<file path="config.mk">
export PLATFORM = sky130hd
export DESIGN_NAME = pmpUnit
export DESIGN_NICKNAME = d
export VERILOG_FILES = /design/src/hdl/pmpPkg.sv /design/src/hdl/pmpAdrDec.sv /design/src/hdl/pmpChecker.sv /design/src/hdl/pmpCsrFile.sv /design/src/hdl/pmpUnit.sv
export SDC_FILE = /design/constraint.sdc
export NUM_CORES = 1
export LEC_CHECK = 0
export BUFFER_PORTS_ARGS = -buffer_cell sky130_fd_sc_hd__buf_4
export CAP_MARGIN = 20
export CELL_PAD_IN_SITES_DETAIL_PLACEMENT = 0
export CELL_PAD_IN_SITES_GLOBAL_PLACEMENT = 2
export CORE_MARGIN = 8
export CORE_UTILIZATION = 38
export DETAILED_ROUTE_END_ITERATION = 12
export PLACE_DENSITY = 0.91
export SLEW_MARGIN = 30
export SYNTH_ARGS = -nofsm -noshare
export SYNTH_HDL_FRONTEND = slang
export SYNTH_SLANG_ARGS = --single-unit
</file>
<file path="constraint.sdc">
create_clock -name clk -period 7.9 [get_ports clk]
set_input_delay 1.185 -clock clk [delete_from_list [all_inputs] [get_ports clk]]
set_output_delay 1.185 -clock clk [all_outputs]
set_load 0.01 [all_outputs]
</file>
<file path="src/hdl/pmpPkg.sv">
package pmpPkg;

  ////////////////////
  // Entry configuration
  ////////////////////

  // Address matching mode, same encoding as the cfg byte field
  typedef enum logic [1:0] {
    modeOff   = 2'd0,
    modeTor   = 2'd1,
    modeNa4   = 2'd2,
    modeNapot = 2'd3
  } pmpModeE;

  // One cfg byte, bit 7 first
  typedef struct packed {
    logic       lock;
    // Always stored and read as zero
    logic [1:0] reserved;
    pmpModeE    mode;
    logic       x;
    logic       w;
    logic       r;
  } pmpCfgT;

  ////////////////////
  // Access port
  ////////////////////

  // Kind of memory access, picks the needed permission bit
  typedef enum logic [1:0] {
    accRead  = 2'd0,
    accWrite = 2'd1,
    accExec  = 2'd2
  } accTypeE;

  // Attributes that come with each access address
  typedef struct packed {
    // Log2 of the access size in bytes
    logic [1:0] size;
    accTypeE    accType;
    // Machine mode flag
    logic       mMode;
  } pmpAccT;

  typedef struct packed {
    logic fault;
  } pmpRespT;

  // Wishbone word index of the first cfg and first address register
  localparam logic [4:0] cfgBase = 5'd0;
  localparam logic [4:0] adrBase = 5'd16;

endpackage

</file>
<file path="src/hdl/pmpAdrDec.sv">
`timescale 1ns/10ps

module pmpAdrDec #(
  parameter int paBits = 34
) (
  input  logic              [paBits-1:0] phyAdr,
  input  pmpPkg::pmpCfgT                 cfg,
  input  logic              [paBits-3:0] pmpAdr,
  input  logic                           geIn,
  input  logic                           firstMatch,
  output logic                           geOut,
  output logic                           match,
  output logic              [paBits-1:0] regionTop
);

  // Address register as a byte address
  logic [paBits-1:0] adrFull;
  logic              ltAdr;
  logic              torMatch;
  logic              isNapot;
  logic [paBits-3:0] maskHi;
  logic [paBits-1:0] naMask;
  logic [paBits-1:0] naBase;
  logic              naMatch;
  logic [paBits-1:0] torTop;
  logic [paBits-1:0] naTop;

  assign adrFull = {pmpAdr, 2'b00};

  ////////////////////
  // Top of range
  ////////////////////

  // Unsigned compare, both sides are paBits wide
  assign ltAdr = phyAdr < adrFull;
  // Next entry uses this as the bottom of its range
  assign geOut = ~ltAdr;
  // Inside when at or above the entry below and under this one
  assign torMatch = geIn & ltAdr;

  ////////////////////
  // Naturally aligned
  ////////////////////

  assign isNapot = cfg.mode == pmpPkg::modeNapot;

  // Adding one flips the trailing ones and the lowest zero,
  // so the xor gives a mask of the size bits
  // For NA4 nothing is added and only the low two bits stay masked
  assign maskHi = (pmpAdr + (paBits-2)'(isNapot)) ^ pmpAdr;
  assign naMask = {maskHi, 2'b11};
  assign naBase = adrFull & ~naMask;
  // Upper bits must equal the base, bits inside the region are don't care
  assign naMatch = (phyAdr & ~naMask) == naBase;

  // OFF never matches
  always_comb begin
    case (cfg.mode)
      pmpPkg::modeTor:   match = torMatch;
      pmpPkg::modeNa4:   match = naMatch;
      pmpPkg::modeNapot: match = naMatch;
      default:           match = 1'b0;
    endcase
  end

  ////////////////////
  // Region top
  ////////////////////

  // TOR ends one byte below the byte address of the register
  assign torTop = {pmpAdr - (paBits-2)'(1), 2'b11};
  // Aligned regions end at base with all mask bits set
  assign naTop = naBase | naMask;

  // Only the first matching entry drives a nonzero top
  // The checker ORs all entries together
  assign regionTop = !firstMatch ? '0 :
                     (cfg.mode == pmpPkg::modeTor) ? torTop : naTop;

endmodule

</file>
<file path="src/hdl/pmpChecker.sv">
`timescale 1ns/10ps

module pmpChecker #(
  parameter int numEntries = 4,
  parameter int paBits     = 34
) (
  input  logic                                   clk,
  input  logic                                   rst,
  input  logic                                   reqValid,
  input  logic            [paBits-1:0]           reqAdr,
  input  pmpPkg::pmpAccT                         reqAcc,
  input  pmpPkg::pmpCfgT  [numEntries-1:0]       cfgs,
  input  logic            [numEntries-1:0][paBits-3:0] adrs,
  output logic                                   respValid,
  output pmpPkg::pmpRespT                        resp
);

  // Greater-or-equal chain, bit 0 is the bottom of memory
  logic [numEntries:0]              geChain;
  logic [numEntries-1:0]            matchVec;
  logic [numEntries-1:0]            firstMatch;
  logic [numEntries-1:0][paBits-1:0] tops;
  logic [paBits-1:0]                regionTop;
  logic [7:0]                       selBits;
  pmpPkg::pmpCfgT                   selCfg;
  logic                             anyMatch;
  logic                             permOk;
  logic                             enforce;
  logic                             overflow;
  logic [2:0]                       sizeSpan;
  logic [paBits:0]                  lastByte;
  pmpPkg::pmpRespT                  respNext;

  assign geChain[0] = 1'b1;

  ////////////////////
  // Per-entry decoders
  ////////////////////

  for (genvar g = 0; g < numEntries; g++) begin : genDec
    pmpAdrDec #(
      .paBits(paBits)
    ) adrDec_i (
      .phyAdr    (reqAdr),
      .cfg       (cfgs[g]),
      .pmpAdr    (adrs[g]),
      .geIn      (geChain[g]),
      .firstMatch(firstMatch[g]),
      .geOut     (geChain[g+1]),
      .match     (matchVec[g]),
      .regionTop (tops[g])
    );
  end

  ////////////////////
  // Priority
  ////////////////////

  // Lowest index wins, later matches are masked off
  always_comb begin : priorityChain
    logic seen;
    seen = 1'b0;
    for (int i = 0; i < numEntries; i++) begin
      firstMatch[i] = matchVec[i] & ~seen;
      seen = seen | matchVec[i];
    end
  end

  // OR half of the distributed mux, decoders supply the AND half
  always_comb begin
    regionTop = '0;
    selBits   = '0;
    for (int i = 0; i < numEntries; i++) begin
      regionTop = regionTop | tops[i];
      selBits   = selBits | (firstMatch[i] ? cfgs[i] : 8'h00);
    end
  end

  assign selCfg   = pmpPkg::pmpCfgT'(selBits);
  assign anyMatch = |matchVec;

  ////////////////////
  // Fault rule
  ////////////////////

  // Permission bit needed for this access kind
  always_comb begin
    case (reqAcc.accType)
      pmpPkg::accRead:  permOk = selCfg.r;
      pmpPkg::accWrite: permOk = selCfg.w;
      pmpPkg::accExec:  permOk = selCfg.x;
      default:          permOk = 1'b0;
    endcase
  end

  // Offset of the last byte touched
  always_comb begin
    case (reqAcc.size)
      2'd0:    sizeSpan = 3'd0;
      2'd1:    sizeSpan = 3'd1;
      2'd2:    sizeSpan = 3'd3;
      default: sizeSpan = 3'd7;
    endcase
  end

  // One extra bit so an access at the top of memory cannot wrap
  assign lastByte = {1'b0, reqAdr} + (paBits+1)'(sizeSpan);
  assign overflow = lastByte > {1'b0, regionTop};

  // Machine mode skips permissions unless the entry is locked
  assign enforce = ~reqAcc.mMode | selCfg.lock;

  // Unmatched accesses fault only outside machine mode
  assign respNext.fault = anyMatch ? ((enforce & ~permOk) | overflow) : ~reqAcc.mMode;

  always_ff @(posedge clk) begin
    if (rst) begin
      respValid <= 1'b0;
    end else begin
      respValid <= reqValid;
    end
  end

  // New result every cycle, meaningful while respValid is high
  always_ff @(posedge clk) begin
    resp <= respNext;
  end

endmodule

</file>
<file path="src/hdl/pmpCsrFile.sv">
`timescale 1ns/10ps

module pmpCsrFile #(
  parameter int numEntries = 4,
  parameter int paBits     = 34
) (
  input  logic                                   clk,
  input  logic                                   rst,
  input  logic                                   cyc,
  input  logic                                   stb,
  input  logic                                   we,
  input  logic            [4:0]                  adr,
  input  logic            [31:0]                 datW,
  output logic            [31:0]                 datR,
  output logic                                   ack,
  output pmpPkg::pmpCfgT  [numEntries-1:0]       cfgs,
  output logic            [numEntries-1:0][paBits-3:0] adrs
);

  // One past the last index of each register group
  localparam logic [5:0] cfgEnd = 6'(pmpPkg::cfgBase) + 6'(numEntries);
  localparam logic [5:0] adrEnd = 6'(pmpPkg::adrBase) + 6'(numEntries);

  pmpPkg::pmpCfgT [numEntries-1:0]             cfgRegs;
  logic           [numEntries-1:0][paBits-3:0] adrRegs;
  logic                                        accept;
  logic                                        wrEn;
  logic                                        cfgHit;
  logic                                        adrHit;
  logic           [4:0]                        cfgIdx;
  logic           [4:0]                        adrIdx;
  logic           [numEntries-1:0]             cfgSel;
  logic           [numEntries-1:0]             adrSel;
  logic           [numEntries-1:0]             adrLocked;
  pmpPkg::pmpCfgT                              cfgW;
  logic           [31:0]                       rdData;

  ////////////////////
  // Wishbone handshake
  ////////////////////

  // New cycle seen while ack is low
  assign accept = cyc & stb & ~ack;
  assign wrEn   = accept & we;

  // Single-cycle ack, the low cycle after it comes for free
  always_ff @(posedge clk) begin
    if (rst) begin
      ack <= 1'b0;
    end else begin
      ack <= accept;
    end
  end

  // Read data captured at accept, valid while ack is high
  always_ff @(posedge clk) begin
    if (accept) begin
      datR <= rdData;
    end
  end

  ////////////////////
  // Index decode
  ////////////////////

  assign cfgHit = ({1'b0, adr} >= 6'(pmpPkg::cfgBase)) && ({1'b0, adr} < cfgEnd);
  assign adrHit = ({1'b0, adr} >= 6'(pmpPkg::adrBase)) && ({1'b0, adr} < adrEnd);
  assign cfgIdx = adr - pmpPkg::cfgBase;
  assign adrIdx = adr - pmpPkg::adrBase;

  // One-hot entry selects, all zero for unmapped indices
  always_comb begin
    for (int i = 0; i < numEntries; i++) begin
      cfgSel[i] = cfgHit && (cfgIdx == 5'(i));
      adrSel[i] = adrHit && (adrIdx == 5'(i));
    end
  end

  ////////////////////
  // Lock rules
  ////////////////////

  // Address i is frozen by its own lock or by a locked TOR entry above
  for (genvar g = 0; g < numEntries; g++) begin : genLock
    if (g < numEntries - 1) begin : genUpper
      assign adrLocked[g] = cfgRegs[g].lock |
                            (cfgRegs[g+1].lock && cfgRegs[g+1].mode == pmpPkg::modeTor);
    end else begin : genTop
      assign adrLocked[g] = cfgRegs[g].lock;
    end
  end

  // Reserved field forced to zero before storing
  always_comb begin
    cfgW          = pmpPkg::pmpCfgT'(datW[7:0]);
    cfgW.reserved = 2'b00;
  end

  // Write lands on the same edge that raises ack
  always_ff @(posedge clk) begin
    if (rst) begin
      cfgRegs <= '0;
      adrRegs <= '0;
    end else if (wrEn) begin
      for (int i = 0; i < numEntries; i++) begin
        if (cfgSel[i] && !cfgRegs[i].lock) begin
          cfgRegs[i] <= cfgW;
        end
        if (adrSel[i] && !adrLocked[i]) begin
          adrRegs[i] <= datW[paBits-3:0];
        end
      end
    end
  end

  ////////////////////
  // Read mux
  ////////////////////

  // Zero-extended, unmapped reads fall through as zero
  always_comb begin
    rdData = '0;
    for (int i = 0; i < numEntries; i++) begin
      if (cfgSel[i]) begin
        rdData = {24'h000000, cfgRegs[i]};
      end
      if (adrSel[i]) begin
        rdData = 32'(adrRegs[i]);
      end
    end
  end

  assign cfgs = cfgRegs;
  assign adrs = adrRegs;

endmodule

</file>
<file path="src/hdl/pmpUnit.sv">
`timescale 1ns/10ps

module pmpUnit #(
  parameter int numEntries = 4,
  parameter int paBits     = 34
) (
  input  logic                   clk,
  input  logic                   rst,
  // Wishbone register port
  input  logic                   cyc,
  input  logic                   stb,
  input  logic                   we,
  input  logic            [4:0]  adr,
  input  logic            [31:0] datW,
  output logic            [31:0] datR,
  output logic                   ack,
  // Access check port
  input  logic                   reqValid,
  input  logic [paBits-1:0]      reqAdr,
  input  pmpPkg::pmpAccT         reqAcc,
  output logic                   respValid,
  output pmpPkg::pmpRespT        resp
);

  // Register file contents as seen by the checker
  pmpPkg::pmpCfgT [numEntries-1:0]             cfgs;
  logic           [numEntries-1:0][paBits-3:0] adrs;

  ////////////////////
  // Register file
  ////////////////////

  pmpCsrFile #(
    .numEntries(numEntries),
    .paBits    (paBits)
  ) csrFile_i (
    .clk (clk),
    .rst (rst),
    .cyc (cyc),
    .stb (stb),
    .we  (we),
    .adr (adr),
    .datW(datW),
    .datR(datR),
    .ack (ack),
    .cfgs(cfgs),
    .adrs(adrs)
  );

  ////////////////////
  // Checker
  ////////////////////

  pmpChecker #(
    .numEntries(numEntries),
    .paBits    (paBits)
  ) checker_i (
    .clk      (clk),
    .rst      (rst),
    .reqValid (reqValid),
    .reqAdr   (reqAdr),
    .reqAcc   (reqAcc),
    .cfgs     (cfgs),
    .adrs     (adrs),
    .respValid(respValid),
    .resp     (resp)
  );

endmodule

</file>
==> results <==
- Counting instances, the worst hold path has a depth of 1.
- In the post-synthesis netlist, the biggest area contributors are ha_1 (23%), dfxtp_1 (13%), xnor2_1 (9.9%).
- The number of nets with antenna violations after detailed routing is 0.
- Counting every net in the synthesized netlist gives 3734.
- The post-synthesis cell type count is 78.
- Counting along the longest clock path gives a buffer depth of 2.
- In the global route stage, overall resource usage came out at 30.1%.
- The number of setup buffers added after CTS is 0.
- The number of buffers created by CTS is 17.
- The clock tree root buffer cell is clkbuf_16.
- The die covers 0.0708 mm².
- The number of cells in the design after placement is 4050.
- The final net count is 3744.
- Clock-pin slew was measured on the worst setup and hold paths at 0.09 ns.
- The kind of end point of the critical path is a register.
- The post-route DRC violation count is 0.
- The fraction of layout cells with a size suffix above 1 is 8.51%.
- The analysis attributes to cell leakage a power of 10.2 nW.
- The finished layout holds 4083 standard cells, fillers aside.
- Sequential elements use 17.1% of the synthesized area.
- From left edge to right edge, the die measures 266 µm.
- After synthesis the netlist holds a flip-flop and latch count of 187.
- The initial antenna violation count is 3.
- The flow ran to the end, and the final reports show no timing, DRC or antenna violations.
- The count of final hold-check violations is 0.
- The worst path uses 95.5% of the clock period.
- For this block, the routed nets add up to 109 mm of wire.
- The depth of the most critical reg-to-reg path is 34.
- The region available for standard cell placement spans 0.0618 mm².
- The share of the core filled with cells in the final layout is 42.4%.
- From bottom edge to top edge, the die measures 266 µm.
- The final standard cell area without fillers is 0.0262 mm².
- Data arrives at the worst endpoint at 7.94 ns.
- The initial standard-cell utilization of the core is 38.5%.
- In this run, synthesis inferred 32 flip-flops with an integrated enable.
- After layout, the worst setup slack is 0.354 ns.
- The placer congestion estimate is 0.992.
- The via count of the first global-routing pass is 22444.
- The largest single stage delay on the critical path is 0.53 ns.
- The number of violations reported at the end of detailed-routing iteration 0 is 2627.
- The maximum fanout along the worst path is 23.
- After detailed routing, the average wire length per cell comes to 26.7 µm.
- Summing the areas of all fa, ha and maj instances in the mapped netlist gives 22.7% of the synthesized area.
- Data on the critical path is required at its endpoint by 8.29 ns.
- Registers take 0.00407 mm².
- The shortest period the worst path allows is 7.55 ns.
- Dividing the detail-routed via count by the number of cells gives 5.83.
- The area used by multi-input combinational logic is 0.0183 mm².
- The setup slack after placement is -0.0219 ns.
- The total power is 0.00236 W.
- The count of port buffers added during placement is 116.
- The first global-routing pass estimated 157 mm of wire.
- The cell area after synthesis is 0.0238 mm².
- The layout has 6338 filler cells.
- The remaining global-route overflow is 0.
- The total of endpoints with negative setup slack in the final report is 0.
- The final number of max-transition violations is 0.
- The slowest stage of the critical path is the or4b_1 cell.
- The initialized floorplan defines 91 standard-cell rows.
- Summed over all nets, the half-perimeter wirelength after detailed placement is 89.6 mm.
- The cell accounting for the most synthesized area is ha_1.
- Once placement finished, the instance area stood at 0.0255 mm².
- Clock tree synthesis found a total of 187 sinks.
- The area growth from synthesis to final layout is 10.1%.
- Entering global routing, the biggest net connects 79 pins.
- Among all flip-flop cells after synthesis, the most frequent one is dfxtp_1.
- In this run the power density over the cells is 90.2 mW/mm².
- The via total after detailed routing is 23812.
- The critical path in this run is classified as register to register.
- For the pin with the worst max-slew slack, the measured transition is 1.01 ns.
- The worst pin sits at a relative slew slack of 32.5%.
- The dominant combinational cell family by area after synthesis is simple AND/OR/NAND/NOR gates.
- Based on the critical path, the design can be clocked at up to 0.133 GHz.
- The min-delay analysis places its worst path in the category register to register.
- For the final database, setup skew stands at 0.0197 ns.
- For this design the top-level I/O count stands at 117.
- The most frequent cell on the critical path is ha_1.
- The first-pass detailed-route iteration total is 6.
- The number of max-cap violations is 0.
- The total of warnings raised by yosys is 0.
- After synthesis, the mean cell area works out to 7.38 µm².
- The total number of H-tree levels is 4.
- The simple-gate share of the synthesized area is 23.6%.
- The area share of the largest cell type after synthesis is 22.6%.
- TritonCTS built the clock tree.
- VDD sags by at most 0.183 mV.
- Summing the areas of all compound-gate instances in the mapped netlist gives 14.7% of the synthesized area.
- Summing the areas of all xor and xnor instances in the mapped netlist gives 12.9% of the synthesized area.
- The mux share of post-synthesis cell area is 2.63%.
- The worst setup path is launched from a register.
- Synthesis handed over a netlist of 3222 instances.
- At the later pin of the worst-skew pair, clock insertion delay measures 0.52 ns.
- The share of synthesized registers carrying an async set or reset is 0%.
- The number of buffers inserted by hold repair at cts is 0.
- Setup repair after global routing left no endpoint under its margin.
## kinds of logic after synthesis
logic type / count (synthesis)
and+or+nand+nor: 1206
AOI/OAI and AO/OA: 595
adders and majority gates: 430
buffers and inverters: 403
xor gates and xnor gates: 349
DFF: 187
muxes: 52
## power by group
group | total (W) | internal (W) | switching [W]
clock | 0.000921 | 0.000444 | 0.000477
sequential | 0.000981 | 0.000975 | 0.00000627
combinational | 0.000460 | 0.000161 | 0.000299
## metrics by stage
stage	hold WS (ns)	TNS [ns]
final	0.525	0
after detailed placement	0.509	-0.0219
after floorplan	0.467	0
after global placement	0.496	0
after CTS	0.521	0
after global routing	0.541	0
## layout make-up
cell class | instances | area share, %
Inverter | 202 | 2.90
Tap cell | 837 | 4.00
Timing Repair Buffer | 192 | 5.60
Sequential cell | 187 | 15.5
Multi-Input combinational cell | 2632 | 69.8
Antenna cell | 1 | 0.00956
Clock buffer | 19 | 1.65
Clock inverter | 13 | 0.506
## cells in the mapped netlist (4+ instances only)
cell type and instances:
nor2b_1 14, a21oi_1 264, mux2i_1 43, a22oi_1 27, nand3_1 86, and2_1 16, edfxtp_1 32, clkbuf_1 179
buf_2 13, nor4b_1 6, nor3b_1 6, and4_1 6, nor4_1 46, o22ai_1 54, nor3_1 97, a221oi_1 7
buf_1 4, o21a_1 6, and3_1 29, nand2b_1 8, nand4b_1 9, nor2_1 257, inv_1 200, or2_2 7
a31oi_1 4, o21ai_0 125, o211ai_1 9, o2111ai_1 4, dfxtp_1 155, xor2_1 80, a22o_1 8, a21o_1 18
nand2_1 479, a21boi_0 7, xnor2_1 269, nand4_1 88, mux4_2 7, a211oi_1 35, or3_1 33, ha_1 429
## metal layers
layer,global-route usage (%),wire [µm],up-vias
met3,4.08,9230,131
met5,0,13,-
met2,45.2,45900,1074
met1,42.9,49600,11451
met4,12.1,4330,2
li1,-,-,11154
## repair_timing
item | in CTS | in global routing
setup endpoints to repair | 1 | 1
cloned | 0 | 0
hold endpoints to repair | 0 | 0
gates resized for setup | 2 | 14
## critical path: cells and delay by family, from the launching register on
family,cells,cell delay (ns)
flip-flops,1,0.48
XOR/XNOR,1,0.14
adder cells (fa/ha/maj),4,1.02
AND/OR/NAND/NOR,16,3.83
buffers and inverters,4,0.70
AO/OA/AOI/OAI,9,1.24
## final timing paths
path	from	to	slack, ns
max reg2reg	csrFile_i.cfgs[4]$_SDFFE_PP0P_	checker_i.resp$_DFF_P_	0.35
min reg2reg	csrFile_i.ack$_SDFF_PP0_	csrFile_i.ack$_SDFF_PP0_	0.52
max	csrFile_i.cfgs[4]$_SDFFE_PP0P_	checker_i.resp$_DFF_P_	0.35
min	csrFile_i.ack$_SDFF_PP0_	csrFile_i.ack$_SDFF_PP0_	0.52
## registers in the layout, summed over array words and instances (netlist names)
| name | cells |
|---|---|
| checker_i.resp | 1 |
| checker_i.respValid | 1 |
| csrFile_i.ack | 1 |
| csrFile_i.adrs | 128 |
| csrFile_i.cfgs | 24 |
| csrFile_i.datR | 32 |
## layout by cell type, fill, tap and decap left out, types with 80 or more instances in the layout
master and n:
dfxtp_1 154, xnor2_1 268, buf_4 190, nor2_1 252, nand2_1 478, xor2_1 80, ha_1 429, nand4_1 88
inv_1 200, nor3_1 90, a21oi_1 264, nand3_1 86, o21ai_0 125
No activity file was read; power rests on OpenSTA's default activity.
